`src/hdl/stream_fifo.sv`:
```
`timescale 1ns/1ns

module stream_fifo #(
   parameter int width      = 32,
   parameter int depth_log2 = 4
) (
   input  logic             clk,
   input  logic             rst,
   input  logic [width-1:0] in_data,
   input  logic             in_valid,
   output logic             in_ready,
   output logic [width-1:0] out_data,
   output logic             out_valid,
   input  logic             out_ready
);

   logic [width-1:0]    mem [2**depth_log2];
   logic [depth_log2-1:0] wr_ptr;
   logic [depth_log2-1:0] rd_ptr;
   // One extra bit so a full buffer can be told from an empty one
   logic [depth_log2:0]   count;
   logic                  push;
   logic                  pop;

   // Full when the top count bit is set
   assign in_ready  = !count[depth_log2];
   assign out_valid = (count != '0);
   assign push      = in_valid && in_ready;
   assign pop       = out_valid && out_ready;

   // First word falls through from the read pointer
   assign out_data = mem[rd_ptr];

   // ----------------------------------------------------------------------
   // Storage
   // ----------------------------------------------------------------------
   always_ff @(posedge clk) begin
      if (push) begin
         mem[wr_ptr] <= in_data;
      end
   end

   // Pointers wrap naturally at the power-of-two depth
   always_ff @(posedge clk) begin
      if (rst) begin
         wr_ptr <= '0;
         rd_ptr <= '0;
         count  <= '0;
      end else begin
         if (push) wr_ptr <= wr_ptr + 1'b1;
         if (pop) rd_ptr <= rd_ptr + 1'b1;
         case ({push, pop})
            2'b10:   count <= count + 1'b1;
            2'b01:   count <= count - 1'b1;
            default: count <= count;
         endcase
      end
   end

endmodule

```
`config.mk`:
```
export PLATFORM = sky130hd
export DESIGN_NAME = stream_fifo
export DESIGN_NICKNAME = d
export VERILOG_FILES = /design/src/hdl/stream_fifo.sv
export SDC_FILE = /design/constraint.sdc
export NUM_CORES = 1
export LEC_CHECK = 0
export BUFFER_PORTS_ARGS = -buffer_cell sky130_fd_sc_hd__buf_4
export CAP_MARGIN = 40
export CORE_MARGIN = 1
export CORE_UTILIZATION = 30
export CTS_BUF_LIST = sky130_fd_sc_hd__clkbuf_2 sky130_fd_sc_hd__clkbuf_4 sky130_fd_sc_hd__clkbuf_8
export DETAILED_ROUTE_END_ITERATION = 10
export PLACE_DENSITY = 0.58
export SLEW_MARGIN = 10
export SYNTH_ARGS = -nofsm -noshare
export SYNTH_HDL_FRONTEND = slang
export SYNTH_SLANG_ARGS = --single-unit
```
`constraint.sdc`:
```
create_clock -name clk -period 3.9 [get_ports clk]
set_input_delay 0.975 -clock clk [delete_from_list [all_inputs] [get_ports clk]]
set_output_delay 0.975 -clock clk [all_outputs]
set_load 0.05 [all_outputs]
```
## Yosys cells after proc, flatten, opt, wreduce, memory -nomap -nowiden

Memory sizes are Yosys's and may differ from the RTL's. A register that Yosys moved wholly into a read port is not among the register bits.
Index checks and enable logic that the tools add are counted.

- Register bits: 13
- Latch bits: 0
- RAM bits: 512
- Memory bits (read-only): 0
- Input bits: 36
- Output and inout bits: 34
- Word-level logic and storage cells: 20
- Memories kept: 1

- Add/sub/neg operators: 4
- Multipliers: 0
- Divide/modulo/power cells: 0
- Order comparisons: 0
- Eq/ne operators: 2
- Shift-type cells: 0
- Multiplexer cells: 5
- Bitwise gates (word level): 0
- Reductions and logical operators: 5

Memory list:

| memory | depth | bits a word | rd ports | clocked after memory_dff | write ports | RTL line | RTL |
|---|---|---|---|---|---|---|---|
| mem | 16 | 32 | 1 | 1 | 1 | 17 | `logic [width-1:0] mem [2**depth_log2];` |

Operator list:

| cell | number |
|---|---|
| $pmux 5 s2 | 1 |
| $add 4x1->4 const B | 2 |
| $mux 4 | 2 |
| $add 5x1->5 const B | 1 |
| $reduce_bool 5->1 | 1 |
| $sub 5x1->5 const B | 1 |
| $eq 2x1->1 const B | 1 |
| $eq 2x2->1 const B | 1 |
| $logic_and 1x1->1 | 2 |
| $mux 1 | 2 |
| $reduce_bool 2->1 | 1 |
| $logic_not 1->1 | 1 |

## Logic depth before layout (Yosys ltp)

- Depth in word-level cells: 4
- Depth in mapped cells: 12
- Gate-level depth less buffers: 10

## Worst setup path after synthesis

Ideal clock, no wire load.

- Path kind: input to register
- Start point: input port in_valid
- End point: memory mem[3][0] (enable)
- Setup time: 0.461 ns
- Arrival: 3.579 ns
- Data required time: 3.439 ns
- Setup slack: -0.140 ns
- Cell stages on the path: 4
- Buffers on the path: 1
- Cell sequence: nor2b_1 -> buf_4 -> nand2_1 -> nor3_1

- Longest elaborated chain between the ends: 3

Ends and longest elaborated chain:

| what | RTL line | RTL |
|---|---|---|
| start, declared | 10 | `input logic in_valid,` |
| $logic_and 1x1->1 | 28 | `assign push = in_valid && in_ready;` |
| $mux 1 | 38 | `if (push) begin` |
| $mux 1 (not written as such) | 39 | `mem[wr_ptr] <= in_data;` |
| end, declared | 17 |  |

No other way between the ends.

==> reports/metrics.csv <==
stage;metric;value;unit
run_status;status;complete, no violations;
floorplanning;initial core utilization;30.4;%
floorplanning;die area;69300;sq um
power_and_ir_drop;Power Dens Cells;597;nW/um^2
final_layout;commonest cells after routing, fill and taps aside;edfxtp_1, mux4_2, buf_4;
power_and_ir_drop;total power;14.3;mW
yosys;post-synthesis cell area;20500;sq um
final_layout;synth-to-layout area growth;17.2;%
flow_run;Max-cap violations;0;
drt;Met1 Wirelength;18.8;mm
sta;Final Hold Fails;0;
setup_path;Setup CP Type;reg2out;
drt;vias per cell;4.77;
sta;unrepaired setup endpoints after global routing;no;
yosys;Synth warnings;0;
yosys;Post-Syn Nets;869;
setup_path;WP data required;2.92;ns
place;routability cong.;0.724;
setup_path;critical path peak fanout;33;
setup_path;Crit. End Element;output port;
global_routing;first-pass GRT wire length;64.8;mm
place;HPWL reported at the end of detailed placement;24.2;mm
final_layout;commonest non-fill, non-tap cell in the layout;edfxtp_1;
floorplanning;io pins;70;
clocking;total CTS buffers;88;
clocking;clock buffer depth;3;
sta;Slew headroom;54.9;%
global_routing;largest net degree at the start of global routing;41;
yosys;EDFF count, synth;512;
yosys;sequential area share after synthesis;76.8;%
drt;antenna viol nets, final;0;
floorplanning;Std-Cell Rows;95;
setup_path;CP Launch Type;register;
clocking;CTS HTree Levels;3;
global_routing;initial antenna violation count;4;
drt;Detailed Route WL;43.8;mm
final_layout;share of cells above drive strength 1;37.9;%
yosys;Post-Synthesis Cells;825;
clocking;root buffer cell;clkbuf_8;
place;I/O Buffers;69;
global_routing;vias in the first global route;9802;
clocking;clk_lat worst skew;0.66;ns
final_layout;fin util;35.6;%
final_layout;Layout Nets;1035;
floorplanning;DIE HEIGHT;263;um
drt;Top Layer Used;met5;
final_layout;Final Cell Area;24000;sq um
sta;fmax;267;MHz
sta;setup TNS;0;ns
floorplanning;Die Wd;263;um
power_and_ir_drop;static leakage;7.50;nW
min_path;HP Class;reg2reg;
clocking;clk slew on worst S/H paths;0.05;ns
clocking;TritonCTS Sinks;529;
global_routing;global route total overflow;0;
drt;met3 WL;2.17;mm
drt;initial drt markers;682;
sta;Setup violations, final;0;
sta;worst slew pin tran;0.677;ns
drt;DRT Pass-1 Iters;5;
drt;Met2 Wirelength;22.0;mm
power_and_ir_drop;Max rail drop VDD;492;uV
yosys;number of synthesized register bits;529;
sta;Final Cycle Share;96.2;%
clocking;hold buffers post-CTS;0;
floorplanning;core footprint;67400;sq um
sta;post-route minimum period;3.75;ns
sta;Slew Limit Fails;0;
final_layout;filler instances;6107;
place;Post-DP Area;22200;sq um
yosys;Yosys cell types;41;
drt;via count;9195;
global_routing;GRT Total Usage;12.8;%
setup_path;Arrival @ worst endpoint;2.78;ns
clocking;CTS tree;yes;
drt;routed len/inst;22.7;um
sta;Fin Clk Skew;0.0393;ns
yosys;syn_area_per_cell;24.8;sq um
yosys;Post-synth ARST share;0;%
drt;# DRC;0;
yosys;Top FF cell, synth;edfxtp_1;
## synthesized netlist by cell type, types with 2 or more instances
| master | count | area share, % |
|---|---|---|
| buf_8 | 6 | 0.44 |
| buf_6 | 10 | 0.55 |
| buf_2 | 5 | 0.12 |
| mux4_1 | 39 | 5.0 |
| clkbuf_1 | 8 | 0.15 |
| mux2i_1 | 2 | 0.098 |
| nor3_1 | 5 | 0.12 |
| a21oi_1 | 4 | 0.098 |
| xor2_1 | 6 | 0.26 |
| xnor2_1 | 2 | 0.086 |
| nand2b_1 | 3 | 0.092 |
| ha_1 | 8 | 0.49 |
| edfxtp_1 | 512 | 75 |
| nand2_1 | 13 | 0.24 |
| clkbuf_8 | 12 | 0.81 |
| nand4_1 | 2 | 0.061 |
| inv_1 | 3 | 0.055 |
| mux4_2 | 121 | 13 |
| nor2_1 | 26 | 0.48 |
| dfxtp_1 | 17 | 1.7 |
## cells by family after synthesis
family	Yosys count	share of synthesized area, %
AOI/OAI and AO/OA	16	0.575
xor gates and xnor gates	8	0.342
adders and majority gates	8	0.489
buffers and inverters	47	2.21
DFF	529	76.8
muxes	162	18.4
and+or+nand+nor	55	1.19
## final timing paths
check / slack [ns] / cells past startpoint / start / to
setup / recovery: 0.15 / 4 / register / out_data[17]
hold / removal: 0.51 / 2 / rd_ptr[3]$_SDFFE_PP0P_ / register
setup reg to reg: 1.07 / 10 / count[1]$_SDFFE_PP0P_ / count[4]$_SDFFE_PP0P_
hold reg to reg: 0.51 / 2 / rd_ptr[3]$_SDFFE_PP0P_ / register
## per-layer routing
| layer | vias to the layer above | global-route usage, % |
|---|---|---|
| met3 | 68 | 3.11 |
| li1 | 3934 | - |
| met1 | 4990 | 16.4 |
| met5 | - | 0 |
| met2 | 197 | 21.3 |
| met4 | 6 | 4.06 |
## worst max-delay path, cell delays in order, from the launching register on
cell and delay (ns):
dfxtp_4 0.49, buf_16 0.29, mux4_1 0.61, mux4_2 0.50, buf_4 0.21
## flip-flops by register name, summed over array words and instances (netlist names), named ones only
name	count
wr_ptr	4
mem	512
rd_ptr	4
count	5
## timing repair
item | CTS | global route
endpoints found under the setup margin | 18 | 5
gates resized for setup | 2 | 0
setup buffers | 2 | 1
hold endpoints to repair | 0 | 0
## power by group
group | internal (mW) | leakage, nW | switching (mW)
clock network | 2.59 | 0.893 | 2.14
registers | 6.41 | 4.76 | 0.115
logic | 1.38 | 1.84 | 1.68
total | 10.4 | 7.50 | 3.93
## metrics by stage
stage | hold slack (ns) | instances | setup WS, ns
floorplan | 0.472 | 825 | 0.717
global placement | 0.483 | 1771 | 0.641
detailed placement | 0.494 | 1771 | 0.537
CTS | 0.515 | 1927 | 0.00531
global route | 0.543 | 1928 | 0.000790
finish | 0.510 | 1929 | 0.149
## area by class of cell
cell class / instances / area [sq um] / area share, %
well taps: 873 / 1090 / 4.55
diodes: 1 / 2.50 / 0.0104
multi-input cells: 249 / 4440 / 18.5
repair buffers: 119 / 1020 / 4.26
clock buffers: 123 / 1480 / 6.17
clock inverters: 31 / 215 / 0.897
inverters: 4 / 17.5 / 0.0730
flip-flops and latches: 529 / 15700 / 65.5
Power figures use the tool's default switching activity.
