--- src/hdl/pkt_pkg.sv ---
package pkt_pkg;

   // ----------------------------------------------------------------------
   // Stream and field widths
   // ----------------------------------------------------------------------
   // One complex sample, 16-bit I over 16-bit Q
   localparam int sample_w = 32;
   localparam int word_w   = 64;
   // Packet size and sample counters
   localparam int size_w   = 14;
   localparam int burst_w  = 48;
   localparam int time_w   = 64;
   localparam int flow_w   = 32;
   localparam int incr_w   = 16;
   localparam int seq_w    = 8;
   // Timestamp entry holds EOB flag, size and packet time
   localparam int meta_w   = 1 + size_w + time_w;

   // Buffer depths as powers of two
   localparam int time_fifo_log2   = 4;
   localparam int sample_fifo_log2 = 8;

   // Two header lines counted in 32-bit words
   localparam logic [size_w-1:0] header_words = 4;

   // Packet type codes
   localparam logic [7:0] pkt_type_data = 8'h10;
   localparam logic [7:0] pkt_type_eob  = 8'h11;

   // ----------------------------------------------------------------------
   // Output word, seen as header line or as sample pair
   // ----------------------------------------------------------------------
   typedef union packed {
      struct packed {
         logic [7:0]        ptype;
         logic [seq_w-1:0]  seq;
         logic [size_w-1:0] size;
         logic [1:0]        zero;
         logic [flow_w-1:0] flow;
      } hdr;
      struct packed {
         logic [sample_w-1:0] early;
         logic [sample_w-1:0] late;
      } pair;
      logic [word_w-1:0] raw;
   } pkt_word_u;

endpackage

--- src/hdl/pkt_cfg_if.sv ---
`timescale 1ns/1ns

interface pkt_cfg_if;

   // Frozen configuration, stable for the whole enable period
   logic [pkt_pkg::size_w-1:0]  packet_size;
   logic [pkt_pkg::burst_w-1:0] burst_size;
   logic [pkt_pkg::incr_w-1:0]  time_per_pkt;
   logic [pkt_pkg::time_w-1:0]  start_time;
   logic [pkt_pkg::flow_w-1:0]  flow_id;
   // Burst size of zero selects an endless burst
   logic                        infinite_burst;

   modport source (
      output packet_size, burst_size, time_per_pkt, start_time, flow_id, infinite_burst
   );

   // Ingress never needs the flow id
   modport ingress (
      input packet_size, burst_size, time_per_pkt, start_time, infinite_burst
   );

   modport framer (input flow_id);

endinterface

--- src/hdl/pkt_config.sv ---
`timescale 1ns/1ns

module pkt_config (
   input  logic                        clk,
   input  logic                        rst,
   input  logic                        enable,
   input  logic [pkt_pkg::size_w-1:0]  packet_size,
   input  logic [pkt_pkg::burst_w-1:0] burst_size,
   input  logic [pkt_pkg::incr_w-1:0]  time_per_pkt,
   input  logic [pkt_pkg::time_w-1:0]  start_time,
   input  logic [pkt_pkg::flow_w-1:0]  flow_id,
   pkt_cfg_if.source                   cfg
);

   // ----------------------------------------------------------------------
   // Shadow registers
   // ----------------------------------------------------------------------
   // Track the inputs while disabled
   // Rising enable freezes the last loaded set
   always_ff @(posedge clk) begin
      if (rst) begin
         cfg.packet_size    <= '0;
         cfg.burst_size     <= '0;
         cfg.time_per_pkt   <= '0;
         cfg.start_time     <= '0;
         cfg.flow_id        <= '0;
         // Zero burst size after reset means endless
         cfg.infinite_burst <= 1'b1;
      end else if (!enable) begin
         cfg.packet_size    <= packet_size;
         cfg.burst_size     <= burst_size;
         cfg.time_per_pkt   <= time_per_pkt;
         cfg.start_time     <= start_time;
         cfg.flow_id        <= flow_id;
         // Decoded once here for all downstream users
         cfg.infinite_burst <= (burst_size == '0);
      end
   end

endmodule

--- src/flat_wrapper.sv ---
// flat-port wrapper written by rule: the top's interface ports become plain ports
module pkt_config_flat 
  (clk, rst, enable, packet_size, burst_size, time_per_pkt, start_time, flow_id, cfg_packet_size, cfg_burst_size, cfg_time_per_pkt, cfg_start_time, cfg_flow_id, cfg_infinite_burst);
  pkt_cfg_if cfg_i ();
  input  logic clk;
  input  logic rst;
  input  logic enable;
  input  logic [pkt_pkg::size_w-1:0] packet_size;
  input  logic [pkt_pkg::burst_w-1:0] burst_size;
  input  logic [pkt_pkg::incr_w-1:0] time_per_pkt;
  input  logic [pkt_pkg::time_w-1:0] start_time;
  input  logic [pkt_pkg::flow_w-1:0] flow_id;
  output wire logic [$bits(cfg_i.packet_size)-1:0] cfg_packet_size;
  output wire logic [$bits(cfg_i.burst_size)-1:0] cfg_burst_size;
  output wire logic [$bits(cfg_i.time_per_pkt)-1:0] cfg_time_per_pkt;
  output wire logic [$bits(cfg_i.start_time)-1:0] cfg_start_time;
  output wire logic [$bits(cfg_i.flow_id)-1:0] cfg_flow_id;
  output wire logic [$bits(cfg_i.infinite_burst)-1:0] cfg_infinite_burst;
  assign cfg_packet_size = cfg_i.packet_size;
  assign cfg_burst_size = cfg_i.burst_size;
  assign cfg_time_per_pkt = cfg_i.time_per_pkt;
  assign cfg_start_time = cfg_i.start_time;
  assign cfg_flow_id = cfg_i.flow_id;
  assign cfg_infinite_burst = cfg_i.infinite_burst;
  pkt_config u_core (.clk(clk), .rst(rst), .enable(enable), .packet_size(packet_size), .burst_size(burst_size), .time_per_pkt(time_per_pkt), .start_time(start_time), .flow_id(flow_id), .cfg(cfg_i));
endmodule
--- config.mk ---
export PLATFORM = sky130hd
export DESIGN_NAME = pkt_config_flat
export DESIGN_NICKNAME = d
export VERILOG_FILES = /design/src/hdl/pkt_pkg.sv /design/src/hdl/pkt_cfg_if.sv /design/src/hdl/pkt_config.sv /design/src/flat_wrapper.sv
export SDC_FILE = /design/constraint.sdc
export NUM_CORES = 1
export LEC_CHECK = 0
export ABC_CLOCK_PERIOD_IN_PS = 2800
export BUFFER_PORTS_ARGS = -buffer_cell sky130_fd_sc_hd__buf_2
export CAP_MARGIN = 40
export CORE_AREA = 2 2 137 139
export CTS_CLUSTER_DIAMETER = 40
export DETAILED_ROUTE_END_ITERATION = 6
export DIE_AREA = 0 0 139 141
export PLACE_DENSITY_LB_ADDON = 0.2
export SYNTH_ARGS = -nofsm -noshare
export SYNTH_HDL_FRONTEND = slang
export SYNTH_SLANG_ARGS = --single-unit
--- constraint.sdc ---
create_clock -name clk -period 2.8 [get_ports clk]
set_input_delay 0.28 -clock clk [delete_from_list [all_inputs] [get_ports clk]]
set_output_delay 0.28 -clock clk [all_outputs]
set_load 0.005 [all_outputs]
-- Word-level counts from Yosys, hierarchy flattened
Cells that the tools add are included.
- reductions and logical operators: 1
- operators by type and width (cell ; count):
    48-bit logical NOT ; 1
- output and inout bits: 175
- word-level logic and storage cells: 7
- input port bits: 177
- register bits: 175

-- Depth between registers and ports, before layout
- depth after elaboration: 1
- gate-level depth with buffers: 5
- gate-level depth less buffers: 4

-- Least setup slack after synthesis
No wires, ideal clock.
- path kind: input -> register
- start: in burst_size[10] (netlist bit)
- end: reg u_core.cfg.infinite_burst
- setup slack: 1.594 ns
- library setup time: 0.059 ns
- stages: 3
- data required time: 2.741 ns
- arrival time: 1.147 ns
- buffers on the path: 0
- cell sequence: or4_4 -> nor4_2 -> a221o_1
- cells in the longest elaborated chain, start to end: 1
- ends and longest elaborated chain (element ; line ; RTL):
    start: declaration ; flat_wrapper.sv:9 ; input logic [pkt_pkg::burst_w-1:0] burst_size;
    48-bit logical NOT ; pkt_config.sv:36 ; cfg.infinite_burst <= (burst_size == '0);
    end signal: assignment ; pkt_config.sv:36 ;
    end: declaration ; pkt_cfg_if.sv:15 ; output packet_size, burst_size, time_per_pkt, start_time, flow_id, infinite_burst
Every way passes these cells.
A chain may end at the register's enable or synchronous reset.

-- Worst setup path in the final report
- start: in burst_size[9] (netlist bit)
- end: reg u_core.cfg.infinite_burst
Same word-level chain as after synthesis.

==> results.toml <==
[status]
status = "finished, final reports clean"

[power_and_ir_drop]
ir_drop_v = 0.000378
p_leak_uw = 0.00472
power_density_nw_per_um2 = 656

[detailed_routing]
wl_um = 17500
final_antenna_net_count = 0
vias = 5193
wl_per_cell_um = 15.0
vias_per_cell = 4.46
drc_errors = 0
drt_iter0_markers = 145
firstDrtPassIters = 4

[global_routing]
met2_usage_pct = 29.4
antenna_found_initial = 0
grt_util_all_layers_pct = 17.1
grt_pass1_wl_um = 26500
grt_pass1_vias = 5039
grtUsageMet3_pct = 6.90
grt_max_degree = 95
gr-total-overflow = 0
grt_util_met1_pct = 19.4
grt.busiest_layer = "met2"

[placed_design]
gp_congestion = 0.784
numPortBuffers = 351
hpwl_um = 12900

[layout]
synthToLayoutAreaGrowth_pct = 40.8
diodes = 0
fin_util_pct = 48.0
drive_gt1_share_pct = 41.8
layout_common_cells = "buf_2 (349), nor2_1 (175), dfxtp_1 (175), mux2i_1 (174), clkbuf_16 (17)"
final_common_cell = "buf_2"
num-nets-final = 1094

[clocking]
root_buffer = "clkbuf_16"
cts_tree = "built"
cts_htree_levels = 4
clk_pin_slew_ns = 0.07
clock_latency_ns = 0.41
cts_setup_buffers = 0
cts.path.max_buffers = 2
clock-sinks = 175
ctsHoldBuffers = 0
numCtsBuffers = 17
ctsResizeCount = 0

[timing]
setup_viol = 0
tightest_slew_ns = 0.757
hold_slack_ns = 0.0911
finClkSkew_ns = 0
max_freq_ghz = 0.811
fin_tns_setup_ns = 0
finalHoldViolations = 0
fin_crit_sh_pct = 44.1
drv_slew = 0
min_period_ns = 1.23
slew_headroom_pct = 49.0
grt_setup_unrepaired = "no"

[die]
start_util_pct = 34.1
dieArea_um2 = 19600
num_rows = 50
die_x_um = 139
die_h_um = 141
coreArea_um2 = 18300
io_pins = 352

[yosys]
ys_seq_area_share_pct = 56.2
syn_area_um2 = 6230
ys_ff_latch = 175
avgSynthCellArea_um2 = 10.7
syn_nets = 757
synth_cell_type_count = 13
netlist_instances = 580
synth_warnings = 0

[worst_setup_path]
worstPathMaxFanout = 2
critPathCaptureType = "flip-flop"
slowest_stage = "nor4_1"
path_class = "input pin to flip-flop"
critPathMaxStageDelay_ns = 0.67
required_ns = 3.16
critical-path-top-delay-family = "simple AND/OR/NAND/NOR gates"
critPathLaunchType = "input pin"
cp.arrival_ns = 1.59
crit_path_cell_trace = "buf_2, nor4_1, nand4_1, nor4_2, a221o_1"
cp.buffers_inverters = 1

[flow_run]
drv_cap = 0

[hold_path]
hp-class = "input pin to flip-flop"
## where the power goes
group / switching, uW / leakage [uW] / internal, uW
Combinational: 316 / 0.00299 / 343
Sequential: 68.6 / 0.00145 / 2640
Clock: 1030 / 0.000288 / 1360
## path summary, 6_finish.rpt
path	slack [ns]	depth (start not counted)	start	to
worst min-delay path	0.09	3	time_per_pkt[6]	u_core.cfg.time_per_pkt[6]
worst max register to register	2.02	1	u_core.cfg.infinite_burst	u_core.cfg.infinite_burst
worst max-delay path	1.57	5	burst_size[9]	u_core.cfg.infinite_burst
worst min register to register	0.49	2	u_core.cfg.burst_size[10]	u_core.cfg.burst_size[10]
## cell type report
type / count / area, um2
fillers: 1779 / 9490
flip-flops and latches: 175 / 3500
multi-input cells: 366 / 2520
repair buffers: 357 / 1860
clock buffers: 20 / 447
well taps: 234 / 293
clock inverters: 12 / 149
## per-layer routing
metal  vias up  routed length, um
met2       231               8380
met4         0                267
met1      2320               7260
met5         -                  0
li1       2625                  -
met3        17               1580
## synth_stat cells
| cell | instances | area share, % |
|---|---|---|
| dfxtp_1 | 175 | 56 |
| nor2_1 | 175 | 11 |
| mux2i_1 | 174 | 28 |
| clkbuf_1 | 19 | 1.1 |
| buf_4 | 15 | 1.8 |
| nor4_1 | 10 | 1.0 |
| buf_2 | 5 | 0.40 |
| nand4_1 | 2 | 0.20 |
| a221o_1 | 1 | 0.16 |
| nand3_1 | 1 | 0.080 |
| nor3_1 | 1 | 0.080 |
| nor4_2 | 1 | 0.20 |
| or4_4 | 1 | 0.18 |
## tightest hold or removal path, delay by kind of cell
kind	cells	cell delay, ns
buffers and inverters	1	0.07
multiplexers	1	0.05
AND/OR/NAND/NOR	1	0.07
## cells by family (layout without fill, tap and decap cells)
| logic type | after synthesis | count (layout) | share of synthesized area (%) |
|---|---|---|---|
| multiplexers | 174 | 174 | 28.0 |
| AO/OA/AOI/OAI | 1 | 1 | 0.161 |
| buffers and inverters | 39 | 389 | 3.35 |
| flip-flops | 175 | 175 | 56.2 |
| AND/OR/NAND/NOR | 191 | 191 | 12.3 |
## through the flow
stage	area (um2)	total power, uW	setup WS (ns)	cells
after CTS	8770	5840	1.52	1164
after global routing	8770	6030	1.51	1164
after global placement	8180	3420	1.10	1132
final	8770	5750	1.57	1164
after floorplan	6230	3090	1.59	580
after detailed placement	8180	3430	1.08	1132
## registers in the layout, indices dropped and copies added, names as in the netlist
| name | count |
|---|---|
| u_core.cfg.start_time | 64 |
| u_core.cfg.time_per_pkt | 16 |
| u_core.cfg.burst_size | 48 |
| u_core.cfg.infinite_burst | 1 |
| u_core.cfg.flow_id | 32 |
| u_core.cfg.packet_size | 14 |
Power figures use the tool's default switching activity.
