## src/hdl/pkt_pkg.sv

```systemverilog
package pkt_pkg;

   // ----------------------------------------------------------------------
   // Stream and field widths
   // ----------------------------------------------------------------------
   // One complex sample, 16-bit I over 16-bit Q
   localparam int sample_w = 32;
   localparam int word_w   = 64;
   // Packet size and sample counters
   localparam int size_w   = 14;
   localparam int burst_w  = 48;
   localparam int time_w   = 64;
   localparam int flow_w   = 32;
   localparam int incr_w   = 16;
   localparam int seq_w    = 8;
   // Timestamp entry holds EOB flag, size and packet time
   localparam int meta_w   = 1 + size_w + time_w;

   // Buffer depths as powers of two
   localparam int time_fifo_log2   = 4;
   localparam int sample_fifo_log2 = 8;

   // Two header lines counted in 32-bit words
   localparam logic [size_w-1:0] header_words = 4;

   // Packet type codes
   localparam logic [7:0] pkt_type_data = 8'h10;
   localparam logic [7:0] pkt_type_eob  = 8'h11;

   // ----------------------------------------------------------------------
   // Output word, seen as header line or as sample pair
   // ----------------------------------------------------------------------
   typedef union packed {
      struct packed {
         logic [7:0]        ptype;
         logic [seq_w-1:0]  seq;
         logic [size_w-1:0] size;
         logic [1:0]        zero;
         logic [flow_w-1:0] flow;
      } hdr;
      struct packed {
         logic [sample_w-1:0] early;
         logic [sample_w-1:0] late;
      } pair;
      logic [word_w-1:0] raw;
   } pkt_word_u;

endpackage

```

## src/hdl/pkt_cfg_if.sv

```systemverilog
`timescale 1ns/1ns

interface pkt_cfg_if;

   // Frozen configuration, stable for the whole enable period
   logic [pkt_pkg::size_w-1:0]  packet_size;
   logic [pkt_pkg::burst_w-1:0] burst_size;
   logic [pkt_pkg::incr_w-1:0]  time_per_pkt;
   logic [pkt_pkg::time_w-1:0]  start_time;
   logic [pkt_pkg::flow_w-1:0]  flow_id;
   // Burst size of zero selects an endless burst
   logic                        infinite_burst;

   modport source (
      output packet_size, burst_size, time_per_pkt, start_time, flow_id, infinite_burst
   );

   // Ingress never needs the flow id
   modport ingress (
      input packet_size, burst_size, time_per_pkt, start_time, infinite_burst
   );

   modport framer (input flow_id);

endinterface

```

## src/hdl/pkt_framer.sv

```systemverilog
`timescale 1ns/1ns

module pkt_framer (
   input  logic                       clk,
   input  logic                       rst,
   input  logic                       enable,
   pkt_cfg_if.framer                  cfg,
   input  logic [pkt_pkg::meta_w-1:0] meta_data,
   input  logic                       meta_valid,
   output logic                       meta_pop,
   input  logic [pkt_pkg::word_w:0]   pair_data,
   input  logic                       pair_valid,
   output logic                       pair_pop,
   input  logic                       ingress_quiet,
   output logic [pkt_pkg::word_w-1:0] pkt_data,
   output logic                       pkt_valid,
   output logic                       pkt_last,
   input  logic                       pkt_ready,
   output logic                       idle
);

   enum logic [1:0] {st_header, st_time, st_samples, st_drain} state;

   logic [pkt_pkg::seq_w-1:0] seq_id;
   pkt_pkg::pkt_word_u        next_word;
   logic                      meta_eob;
   logic                      pair_last;
   logic                      load;
   logic                      emit;

   assign meta_eob  = meta_data[pkt_pkg::meta_w-1];
   assign pair_last = pair_data[pkt_pkg::word_w];

   // Output register may take a new word
   assign load = !pkt_valid || pkt_ready;

   // ----------------------------------------------------------------------
   // Word selection and FIFO pops
   // ----------------------------------------------------------------------
   always_comb begin
      emit     = 1'b0;
      meta_pop = 1'b0;
      pair_pop = 1'b0;
      // Time word by default
      next_word.raw = meta_data[pkt_pkg::time_w-1:0];
      case (state)
         st_header: begin
            emit = load && meta_valid;
            next_word.hdr.ptype = meta_eob ? pkt_pkg::pkt_type_eob : pkt_pkg::pkt_type_data;
            next_word.hdr.seq   = seq_id;
            next_word.hdr.size  = meta_data[pkt_pkg::time_w +: pkt_pkg::size_w];
            next_word.hdr.zero  = 2'b00;
            next_word.hdr.flow  = cfg.flow_id;
         end
         st_time: begin
            // Timestamp entry retires with the time word
            emit     = load && meta_valid;
            meta_pop = emit;
         end
         st_samples: begin
            emit     = load && pair_valid;
            pair_pop = emit;
            next_word.pair.early = pair_data[pkt_pkg::word_w-1 -: pkt_pkg::sample_w];
            next_word.pair.late  = pair_data[pkt_pkg::sample_w-1:0];
         end
         default: begin
            // Drain discards leftovers while disabled
            meta_pop = !enable;
            pair_pop = !enable;
         end
      endcase
   end

   // ----------------------------------------------------------------------
   // Output FSM
   // ----------------------------------------------------------------------
   always_ff @(posedge clk) begin
      if (rst) begin
         state <= st_drain;
      end else begin
         case (state)
            st_header: begin
               if (emit) state <= st_time;
               else if (!meta_valid && !enable) state <= st_drain;
            end
            st_time: begin
               if (emit) state <= st_samples;
            end
            st_samples: begin
               if (emit && pair_last) state <= enable ? st_header : st_drain;
            end
            default: begin
               if (enable) state <= st_header;
            end
         endcase
      end
   end

   // Held word, only replaced once the previous one is taken
   always_ff @(posedge clk) begin
      if (rst) begin
         pkt_valid <= 1'b0;
         pkt_last  <= 1'b0;
      end else if (load) begin
         pkt_valid <= emit;
         pkt_last  <= emit && (state == st_samples) && pair_last;
      end
   end

   always_ff @(posedge clk) begin
      if (emit) begin
         pkt_data <= next_word.raw;
      end
   end

   // ----------------------------------------------------------------------
   // Sequence id and idle flag
   // ----------------------------------------------------------------------
   // Advances per header, restarts after an EOB header
   always_ff @(posedge clk) begin
      if (rst || !enable) begin
         seq_id <= '0;
      end else if ((state == st_header) && emit) begin
         seq_id <= meta_eob ? '0 : seq_id + 1'b1;
      end
   end

   always_ff @(posedge clk) begin
      if (rst) begin
         idle <= 1'b1;
      end else begin
         idle <= !enable && ingress_quiet && !meta_valid && !pkt_valid;
      end
   end

endmodule

```

## src/flat_wrapper.sv

```systemverilog
// flat-port wrapper written by rule: the top's interface ports become plain ports
module pkt_framer_flat 
  (clk, rst, enable, meta_data, meta_valid, meta_pop, pair_data, pair_valid, pair_pop, ingress_quiet, pkt_data, pkt_valid, pkt_last, pkt_ready, idle, cfg_flow_id);
  pkt_cfg_if cfg_i ();
  input  logic clk;
  input  logic rst;
  input  logic enable;
  input  logic [pkt_pkg::meta_w-1:0] meta_data;
  input  logic meta_valid;
  output logic meta_pop;
  input  logic [pkt_pkg::word_w:0] pair_data;
  input  logic pair_valid;
  output logic pair_pop;
  input  logic ingress_quiet;
  output logic [pkt_pkg::word_w-1:0] pkt_data;
  output logic pkt_valid;
  output logic pkt_last;
  input  logic pkt_ready;
  output logic idle;
  input wire logic [$bits(cfg_i.flow_id)-1:0] cfg_flow_id;
  assign cfg_i.flow_id = cfg_flow_id;
  pkt_framer u_core (.clk(clk), .rst(rst), .enable(enable), .cfg(cfg_i), .meta_data(meta_data), .meta_valid(meta_valid), .meta_pop(meta_pop), .pair_data(pair_data), .pair_valid(pair_valid), .pair_pop(pair_pop), .ingress_quiet(ingress_quiet), .pkt_data(pkt_data), .pkt_valid(pkt_valid), .pkt_last(pkt_last), .pkt_ready(pkt_ready), .idle(idle));
endmodule
```

## config.mk

```make
export PLATFORM = sky130hd
export DESIGN_NAME = pkt_framer_flat
export DESIGN_NICKNAME = d
export VERILOG_FILES = /design/src/hdl/pkt_pkg.sv /design/src/hdl/pkt_cfg_if.sv /design/src/hdl/pkt_framer.sv /design/src/flat_wrapper.sv
export SDC_FILE = /design/constraint.sdc
export NUM_CORES = 1
export LEC_CHECK = 0
export BUFFER_PORTS_ARGS = -buffer_cell sky130_fd_sc_hd__buf_2
export CORE_UTILIZATION = 42
export DETAILED_ROUTE_END_ITERATION = 12
export PLACE_DENSITY = 0.78
export SLEW_MARGIN = 20
export SYNTH_ARGS = -nofsm -noshare
export SYNTH_HDL_FRONTEND = slang
export SYNTH_SLANG_ARGS = --single-unit
export TNS_END_PERCENT = 1
```

## constraint.sdc

```tcl
create_clock -name clk -period 5.4 [get_ports clk]
set_input_delay 0 -clock clk [delete_from_list [all_inputs] [get_ports clk]]
set_output_delay 0 -clock clk [all_outputs]
set_load 0.05 [all_outputs]
```

== Word level (Yosys, flattened, before mapping) ==
Index checks and enable logic that the tools add are counted.
Widths: inputs -> output; s select.

* Bits in registers: 77
* Input port bits: 183
* Word-level logic and storage cells: 45

* Add/sub/neg operators: 1
* Eq/ne operators: 5
* Mux-type cells: 13
* Reductions and logical operators: 20

{| class="wikitable"
|+ Operator list
! kind !! number
|-
| $pmux 64 s2 || 1
|-
| $mux 2 || 6
|-
| $logic_and 1x1->1 || 10
|-
| $add 8x1->8 const B || 1
|-
| $mux 8 || 1
|-
| $pmux 1 s2 || 3
|-
| $pmux 2 s3 || 1
|-
| $ne 2x1->1 const B || 2
|-
| $reduce_and 4->1 || 1
|-
| $reduce_bool 4->1 || 1
|-
| $reduce_or 2->1 || 2
|-
| $logic_not 1->1 || 3
|-
| $ne 3x1->1 const B || 1
|-
| $eq 2x1->1 const B || 1
|-
| $eq 2x2->1 const B || 1
|-
| $logic_not 2->1 || 1
|-
| $logic_or 1x1->1 || 2
|-
| $mux 1 || 1
|}

== Logic depth before layout (Yosys ltp) ==
Gate-level depths: netlist of run 1.

* Word-level depth: 7
* Gate-level depth with buffers: 6
* Gate-level depth less buffers: 5

== Worst setup path before layout of run 1 ==
Ideal clock, no wire load.

* Kind: reg2reg
* Start point: reg u_core.state[1] (netlist name)
* End point: reg u_core.pkt_data[0] (netlist name), enable pin
* Library setup time: 0.486 ns
* Data arrival time: 3.673 ns
* Setup slack: 1.241 ns
* Stages on the path, launching flop included: 5
* Path through: dfxtp_1 > buf_2 > buf_1 > a21oi_1 > nor2_1

* Longest elaborated chain between the ends: 3
* Elaborated cells on any way between the ends: 5

{| class="wikitable"
|+ RTL lines
! what !! RTL line !! text
|-
| start, declared || pkt_framer.sv:22 || <nowiki>enum logic [1:0] {st_header, st_time, st_samples, st_drain} state;</nowiki>
|-
| start signal, assigned || pkt_framer.sv:79 || <nowiki>state <= st_drain;</nowiki>
|-
| start signal, assigned || pkt_framer.sv:83 || <nowiki>if (emit) state <= st_time;</nowiki>
|-
| start signal, assigned || pkt_framer.sv:84 || <nowiki>else if (!meta_valid && !enable) state <= st_drain;</nowiki>
|-
| $eq 2x1->1 or $logic_not 2->1 (tied branches) || pkt_framer.sv:46 || <nowiki>case (state)</nowiki>
|-
| $reduce_or 2->1 (no source line) || -- ||
|-
| $pmux 1 s2 (*) || pkt_framer.sv:46 ||
|-
| net u_core.emit || pkt_framer.sv:29 || <nowiki>logic emit;</nowiki>
|-
| end signal, assigned || pkt_framer.sv:112 || <nowiki>pkt_data <= next_word.raw;</nowiki>
|-
| end, declared || pkt_framer.sv:15 || <nowiki>output logic [pkt_pkg::word_w-1:0] pkt_data,</nowiki>
|}

The timed path passes the listed nets; every way through them passes the cells marked *.
A chain may end at the register's enable or synchronous reset.

== Worst setup path after layout of run 1 ==
* Start point: reg u_core.state[1] (netlist name)
* End point: reg u_core.pkt_data[55] (netlist name), enable pin

Same word-level chain as after synthesis.

==> results.toml, run 1 <==
[outcome]
status = "finished clean"

[worst_setup_path]
crit_buf_inv = 1
crit_path_top_delay_cell = "dfxtp_4"
path_delay_family = "flip-flops"
end_kind = "register"
r2r_slack_ps = 2400
critPathKind = "reg2reg"
reg2reg_from = "u_core.state[1]"
rr_endpoint = "u_core.pkt_data[55]"
path_cells = "a21oi_1 -> nor2_4 -> buf_4"
crit_fanout = 64
max_stage_delay_ps = 1050
worstRegToRegCells = 3
cp.arrival_ps = 2990
crit_path_start_kind = "register"
cp_data_required_time_ps = 5390

[grt]
grt_use_total_pct = 24.9
antenna_found_initial = 0
grt_pass1_wl_mm = 18.7
grt_remaining_overflow = 0
grt_pass1_vias = 4096
grt_max_degree = 136

[sta]
hold_viol_final = 0
report.final.slew_viol_count = 0
min_period_over_period_pct = 55.6
rsz0062_at_grt = "no"
slew_headroom_pct = 28.5
finalSetupTns_ps = 0
setup_violations = 0
max_freq_mhz = 333
post-route-min-period_ps = 3000
finClkSkew_ps = 9.96
fin_ws_ps = 2400
tightestPinTransition_ps = 1070

[floorplanning]
start_util_pct = 43.7
die_area_mm2 = 0.00951
core_mm2 = 0.00876
io_pins = 252
die_height_um = 97.5
die_width_um = 97.5
row_count = 34

[routing]
firstDrtPassIters = 4
num_vias = 3970
final_antenna_net_count = 0
drc = 0
vias_per_cell = 5.09
drt_first_iter_violations = 120
routedWlPerCell_um = 15.1
routed_wl_mm = 11.8

[cts]
cts_buffers = 9
cts_tree = "done"
cts.path.max_buffers = 2
post-cts-setup-buffers = 0
root_buffer = "clkbuf_8"
insertion_delay_ps = 340
clock-sinks = 77
path_clk_slew_ps = 90
h-tree-depth = 3

[place]
numPortBuffers = 251
dpl.hpwl_mm = 7.42
place_congestion = 0.778
dp_slack_ps = 2360

[final_layout]
fillers = 652
drive_gt1_share_pct = 40.9
area_delta_synth_final_pct = 60.8
final-seq-area_mm2 = 0.00219
multi_input_area_mm2 = 0.00154
antennaDiodeCount = 0
final_nets = 851

[synth]
synth_top_area_share_pct = 50.2
synthesis.nets = 531
syn_avg_cell_area_um2 = 11.0
yosysWarnings = 0
ys_seq_elements = 77
netlist_area_mm2 = 0.00383
synthDistinctLibCells = 37
syn_inst = 347
yosys-top-cells-area = "edfxtp_1, mux2i_1, o21ai_0"
ys_seq_area_share_pct = 57.0
synth_top_area_cell = "edfxtp_1"

[power]
seqPwrFrac_pct = 44.7
peakVddDrop_mv = 0.226
p_per_area_mw_per_mm2 = 282
clockPowerShare_pct = 25.0
p_sw_uw = 599
leakagePower_uw = 0.00299
internal_power_uw = 1140
combPwrFrac_pct = 30.3
swShare_pct = 34.5

[worst_hold_path]
hold_start = "cfg_flow_id[18]"
hp-class = "in2reg"
hold_end = "u_core.pkt_data[18]"
hold_depth = 3

[run]
cap_violations = 0
## cell usage after synthesis, drive strengths merged
cell type   n
and2        1
or3b        1
a21oi      12
clkbuf     14
or4         1
nand4       1
buf        10
nor4b       2
and4        1
dfxtp      13
inv         3
or2         1
nor2        5
o21ai      59
or2b        1
mux2i      55
nand3       5
edfxtp     64
o211ai      2
nor2b       5
nor3        4
nand2b      1
nor4        1
o22ai       1
a22o        8
and3        1
nand2      61
xnor2       3
o311ai      1
or3         4
a31oi       3
o41ai       1
ha          1
nand4b      1
## metal layers
metal | global-route usage, % | up-vias | share of wire, %
met3 | 5.47 | 39 | 6.8
met2 | 47.1 | 184 | 53
met1 | 25.3 | 1822 | 37
li1 | - | 1925 | -
met4 | 12.6 | 0 | 3.7
met5 | 0 | - | 0
## cells by family (layout without fill, tap and decap cells)
family	after synthesis	in the layout	synth area share [%]
DFF	77	77	57.0
and+or+nand+nor	97	97	12.1
xor gates and xnor gates	3	3	0.686
buffers and inverters	27	352	2.94
adders and majority gates	1	1	0.327
AOI/OAI and AO/OA	87	87	12.6
muxes	55	55	14.4
## registers in the layout (all words and copies together) (netlist names)
| register | flops |
|---|---|
| u_core.pkt_data | 64 |
| u_core.seq_id | 8 |
| u_core.state | 2 |
| u_core.idle | 1 |
| u_core.pkt_last | 1 |
| u_core.pkt_valid | 1 |
## power by group through the flow
stage / logic, µW / clock network, µW / registers (µW)
after global routing: 563 / 465 / 786
after CTS: 505 / 446 / 791
after global placement: 441 / 0 / 801
final: 527 / 436 / 777
after floorplan: 181 / 0 / 930
after detailed placement: 452 / 0 / 805
## per-stage QoR
step	std cells	total power [µW]	util [%]	hold slack [ps]	cell area (µm²)
after CTS	779	1740	70.1	0.0909	6140
after global routing	780	1810	70.3	18.6	6160
after detailed placement	683	1260	58.7	207	5140
final	780	1740	70.3	6.56	6160
after global placement	683	1240	58.7	215	5140
after floorplan	347	1110	-	69.1	3830
## worst max path at each step
stage	slack (ps)	depth (start not counted)	from	end
2_1_floorplan	1240	4	u_core.state[1]	u_core.pkt_data[0]
3_5_place_dp	2360	3	u_core.state[1]	u_core.pkt_data[35]
3_3_place_gp	2560	3	u_core.state[1]	u_core.pkt_data[35]
5_1_grt	2140	3	u_core.state[1]	u_core.pkt_data[55]
4_1_cts	2350	3	u_core.state[1]	u_core.pkt_data[55]
6_report	2400	3	u_core.state[1]	u_core.pkt_data[55]
## tightest hold or removal path, stage by stage
cell and delay [ps]:
buf_2 70, mux2i_1 50, o21ai_0 120
## cell usage in the layout, fill, tap and decap left out, types with 3 or more instances in the layout
| cell | netlist | layout |
|---|---|---|
| or3_1 | 4 | 4 |
| mux2i_1 | 55 | 55 |
| a22o_1 | 8 | 8 |
| inv_1 | 3 | 3 |
| clkbuf_8 | 0 | 9 |
| nor2_1 | 5 | 4 |
| nor3_1 | 4 | 4 |
| o21ai_0 | 59 | 59 |
| clkinvlp_4 | 0 | 3 |
| nand3_1 | 5 | 5 |
| nand2_1 | 61 | 61 |
| buf_2 | 3 | 251 |
| a21oi_1 | 12 | 12 |
| dfxtp_1 | 13 | 11 |
| dlygate4sd3_1 | 0 | 80 |
| edfxtp_1 | 64 | 64 |
| xnor2_1 | 3 | 3 |
| a31oi_1 | 3 | 3 |
| nor2b_1 | 4 | 4 |
## area by class of cell
class | count | share of cell area [%]
Clock buffer | 9 | 2.01
Clock inverter | 7 | 1.20
Inverter | 3 | 0.183
Multi-Input combinational cell | 243 | 25.1
Sequential cell | 77 | 35.5
Tap cell | 108 | 2.19
Timing Repair Buffer | 333 | 33.8
## what timing repair did
action | in CTS | in global routing
resized for setup | 0 | 0
hold endpoints to repair | 69 | 0
hold buffers | 80 | 0
Note: power is estimated with default switching activity, not from simulation.
==> inputs of run 2 (changes only) <==
clock period = 2.9 ns   (was 5.4 ns; I/O delays follow)
==> run 2 against run 1 <==
Non-clock buffer count fell by 4. Clock power rose by 63%. Cell count fell by 0.51%. Largest cell class unchanged. Combinational power rose by 99%. Sequential power rose by 79%. Register-to-register slack got worse by 1800 ps. Fmax rose by 29%. Critical path type unchanged. Count of clock-buffer cells in the layout rose by 3. Worst setup slack got worse by 1800 ps.
==> results.toml, run 2 (synthesized netlist as in run 1, its figures left out) <==
[final_layout]
antennaDiodeCount = 0
largest_reg_flops = 64
largest_register = "u_core.pkt_data"
reg.largest.list = "u_core.pkt_data: 64 flops, u_core.seq_id: 8 flops, u_core.state: 2 flops"
drive_gt1_share_pct = 41.5
layout_common_cells = "buf_2, dlygate4sd3_1, edfxtp_1"
area_delta_synth_final_pct = 59.2
fillers = 658
finalInstanceArea_mm2 = 0.00610
final_nets = 847
final_common_cell = "buf_2"

[floorplanning]
io_pins = 252
core_mm2 = 0.00876
die_width_um = 97.5
start_util_pct = 43.7
die_height_um = 97.5
die_area_mm2 = 0.00951
row_count = 34

[worst_setup_path]
rr_endpoint = "u_core.pkt_data[63]"
crit_fanout = 49
reg2reg_from = "u_core.state[0]"
cp.arrival_ps = 2410
worstRegToRegCells = 4
critPathKind = "reg2reg"
crit_path_start_kind = "register"
r2r_slack_ps = 570
cp_data_required_time_ps = 2980
end_kind = "register"

[routing]
drc = 0
routed_wl_mm = 13.0
drt_first_iter_violations = 171
vias_per_cell = 5.20
routedWlPerCell_um = 16.7
final_antenna_net_count = 0
firstDrtPassIters = 4
num_vias = 4035

[grt]
grt_max_degree = 57
grt_use_total_pct = 27.2
antenna_found_initial = 0
grt_remaining_overflow = 0
grt_pass1_wl_mm = 20.2
grt_pass1_vias = 4084

[place]
place_area_mm2 = 0.00520
dpl.hpwl_mm = 8.73
numPortBuffers = 251
dp_slack_ps = 1000
place_congestion = 0.990

[cts]
root_buffer = "clkbuf_8"
cts_buffers = 9
post-cts-setup-buffers = 0
cts.path.max_buffers = 2
h-tree-depth = 3
insertion_delay_ps = 330
clock-sinks = 77
path_clk_slew_ps = 80
cts_tree = "done"

[sta]
fin_ws_ps = 571
holdWs_ps = 7.16
tightestPinTransition_ps = 861
post-route-min-period_ps = 2330
min_period_over_period_pct = 80.3
finalSetupTns_ps = 0
slew_headroom_pct = 42.6
report.final.slew_viol_count = 0
hold_viol_final = 0
max_freq_mhz = 429
setup_violations = 0
finClkSkew_ps = 7.43
rsz0062_at_grt = "no"

[power]
p_per_area_mw_per_mm2 = 518
leakagePower_uw = 0.00298
combPwrFrac_pct = 33.3
seqPwrFrac_pct = 44.2
p_sw_uw = 1100
peakVddDrop_mv = 0.352
internal_power_uw = 2050
clockPowerShare_pct = 22.5
swShare_pct = 34.9

[worst_hold_path]
hold_depth = 3
hold_end = "u_core.pkt_data[60]"
hold_start = "meta_data[60]"
hp-class = "in2reg"

[outcome]
status = "finished clean"

[run]
cap_violations = 0
## run 2: critical path, stage by stage (launching register included)
cell and delay, ps:
dfxtp_4 520, buf_4 430, nor2_1 280, a22o_1 250
dlygate4sd3_1 590
## run 2: stage by stage
stage	util, %	total power [µW]	cells
global placement	59.3	2350	687
finish	69.6	3160	776
CTS	69.6	3150	776
detailed placement	59.3	2370	687
floorplan	-	2060	347
global route	69.6	3290	776
## run 2: what timing repair did
item	in CTS	in global routing
hold buffers	73	0
gates resized for setup	0	0
setup endpoints to repair	0	0
hold endpoints to repair	66	0
## run 2: final cells by class
type,instances,area [µm²],area share [%]
multi-input combinational,243,1540,25.3
sequential,77,2190,35.9
clock inverter,4,23.8,0.390
timing repair buffer,329,2050,33.6
tap,108,135,2.22
clock buffer,12,145,2.38
inverter,3,11.3,0.185
## run 2: worst max path at each step
stage / from / end / slack [ps] / depth (start not counted)
floorplan: u_core.state[1] / u_core.pkt_data[0] / 480 / 4
global placement: u_core.state[1] / u_core.pkt_data[43] / 1050 / 3
detailed placement: u_core.state[0] / u_core.pkt_data[5] / 1000 / 3
CTS: u_core.state[0] / u_core.pkt_data[57] / 680 / 4
global route: u_core.state[0] / u_core.pkt_data[63] / 460 / 4
finish: u_core.state[0] / u_core.pkt_data[63] / 570 / 4
## run 2: power groups by stage
stage	clock network (µW)	registers (µW)	logic [µW]
final	711	1390	1050
after global routing	773	1400	1110
after floorplan	0	1720	339
after CTS	720	1390	1040
after global placement	0	1410	932
after detailed placement	0	1420	949
## run 2: layer usage
metal	global-route usage [%]	vias to the layer above	part of all wire, %
li1	-	1913	-
met1	30.3	1892	37
met2	49.0	180	53
met3	4.60	50	5.3
met4	15.0	0	4.7
met5	0	-	0
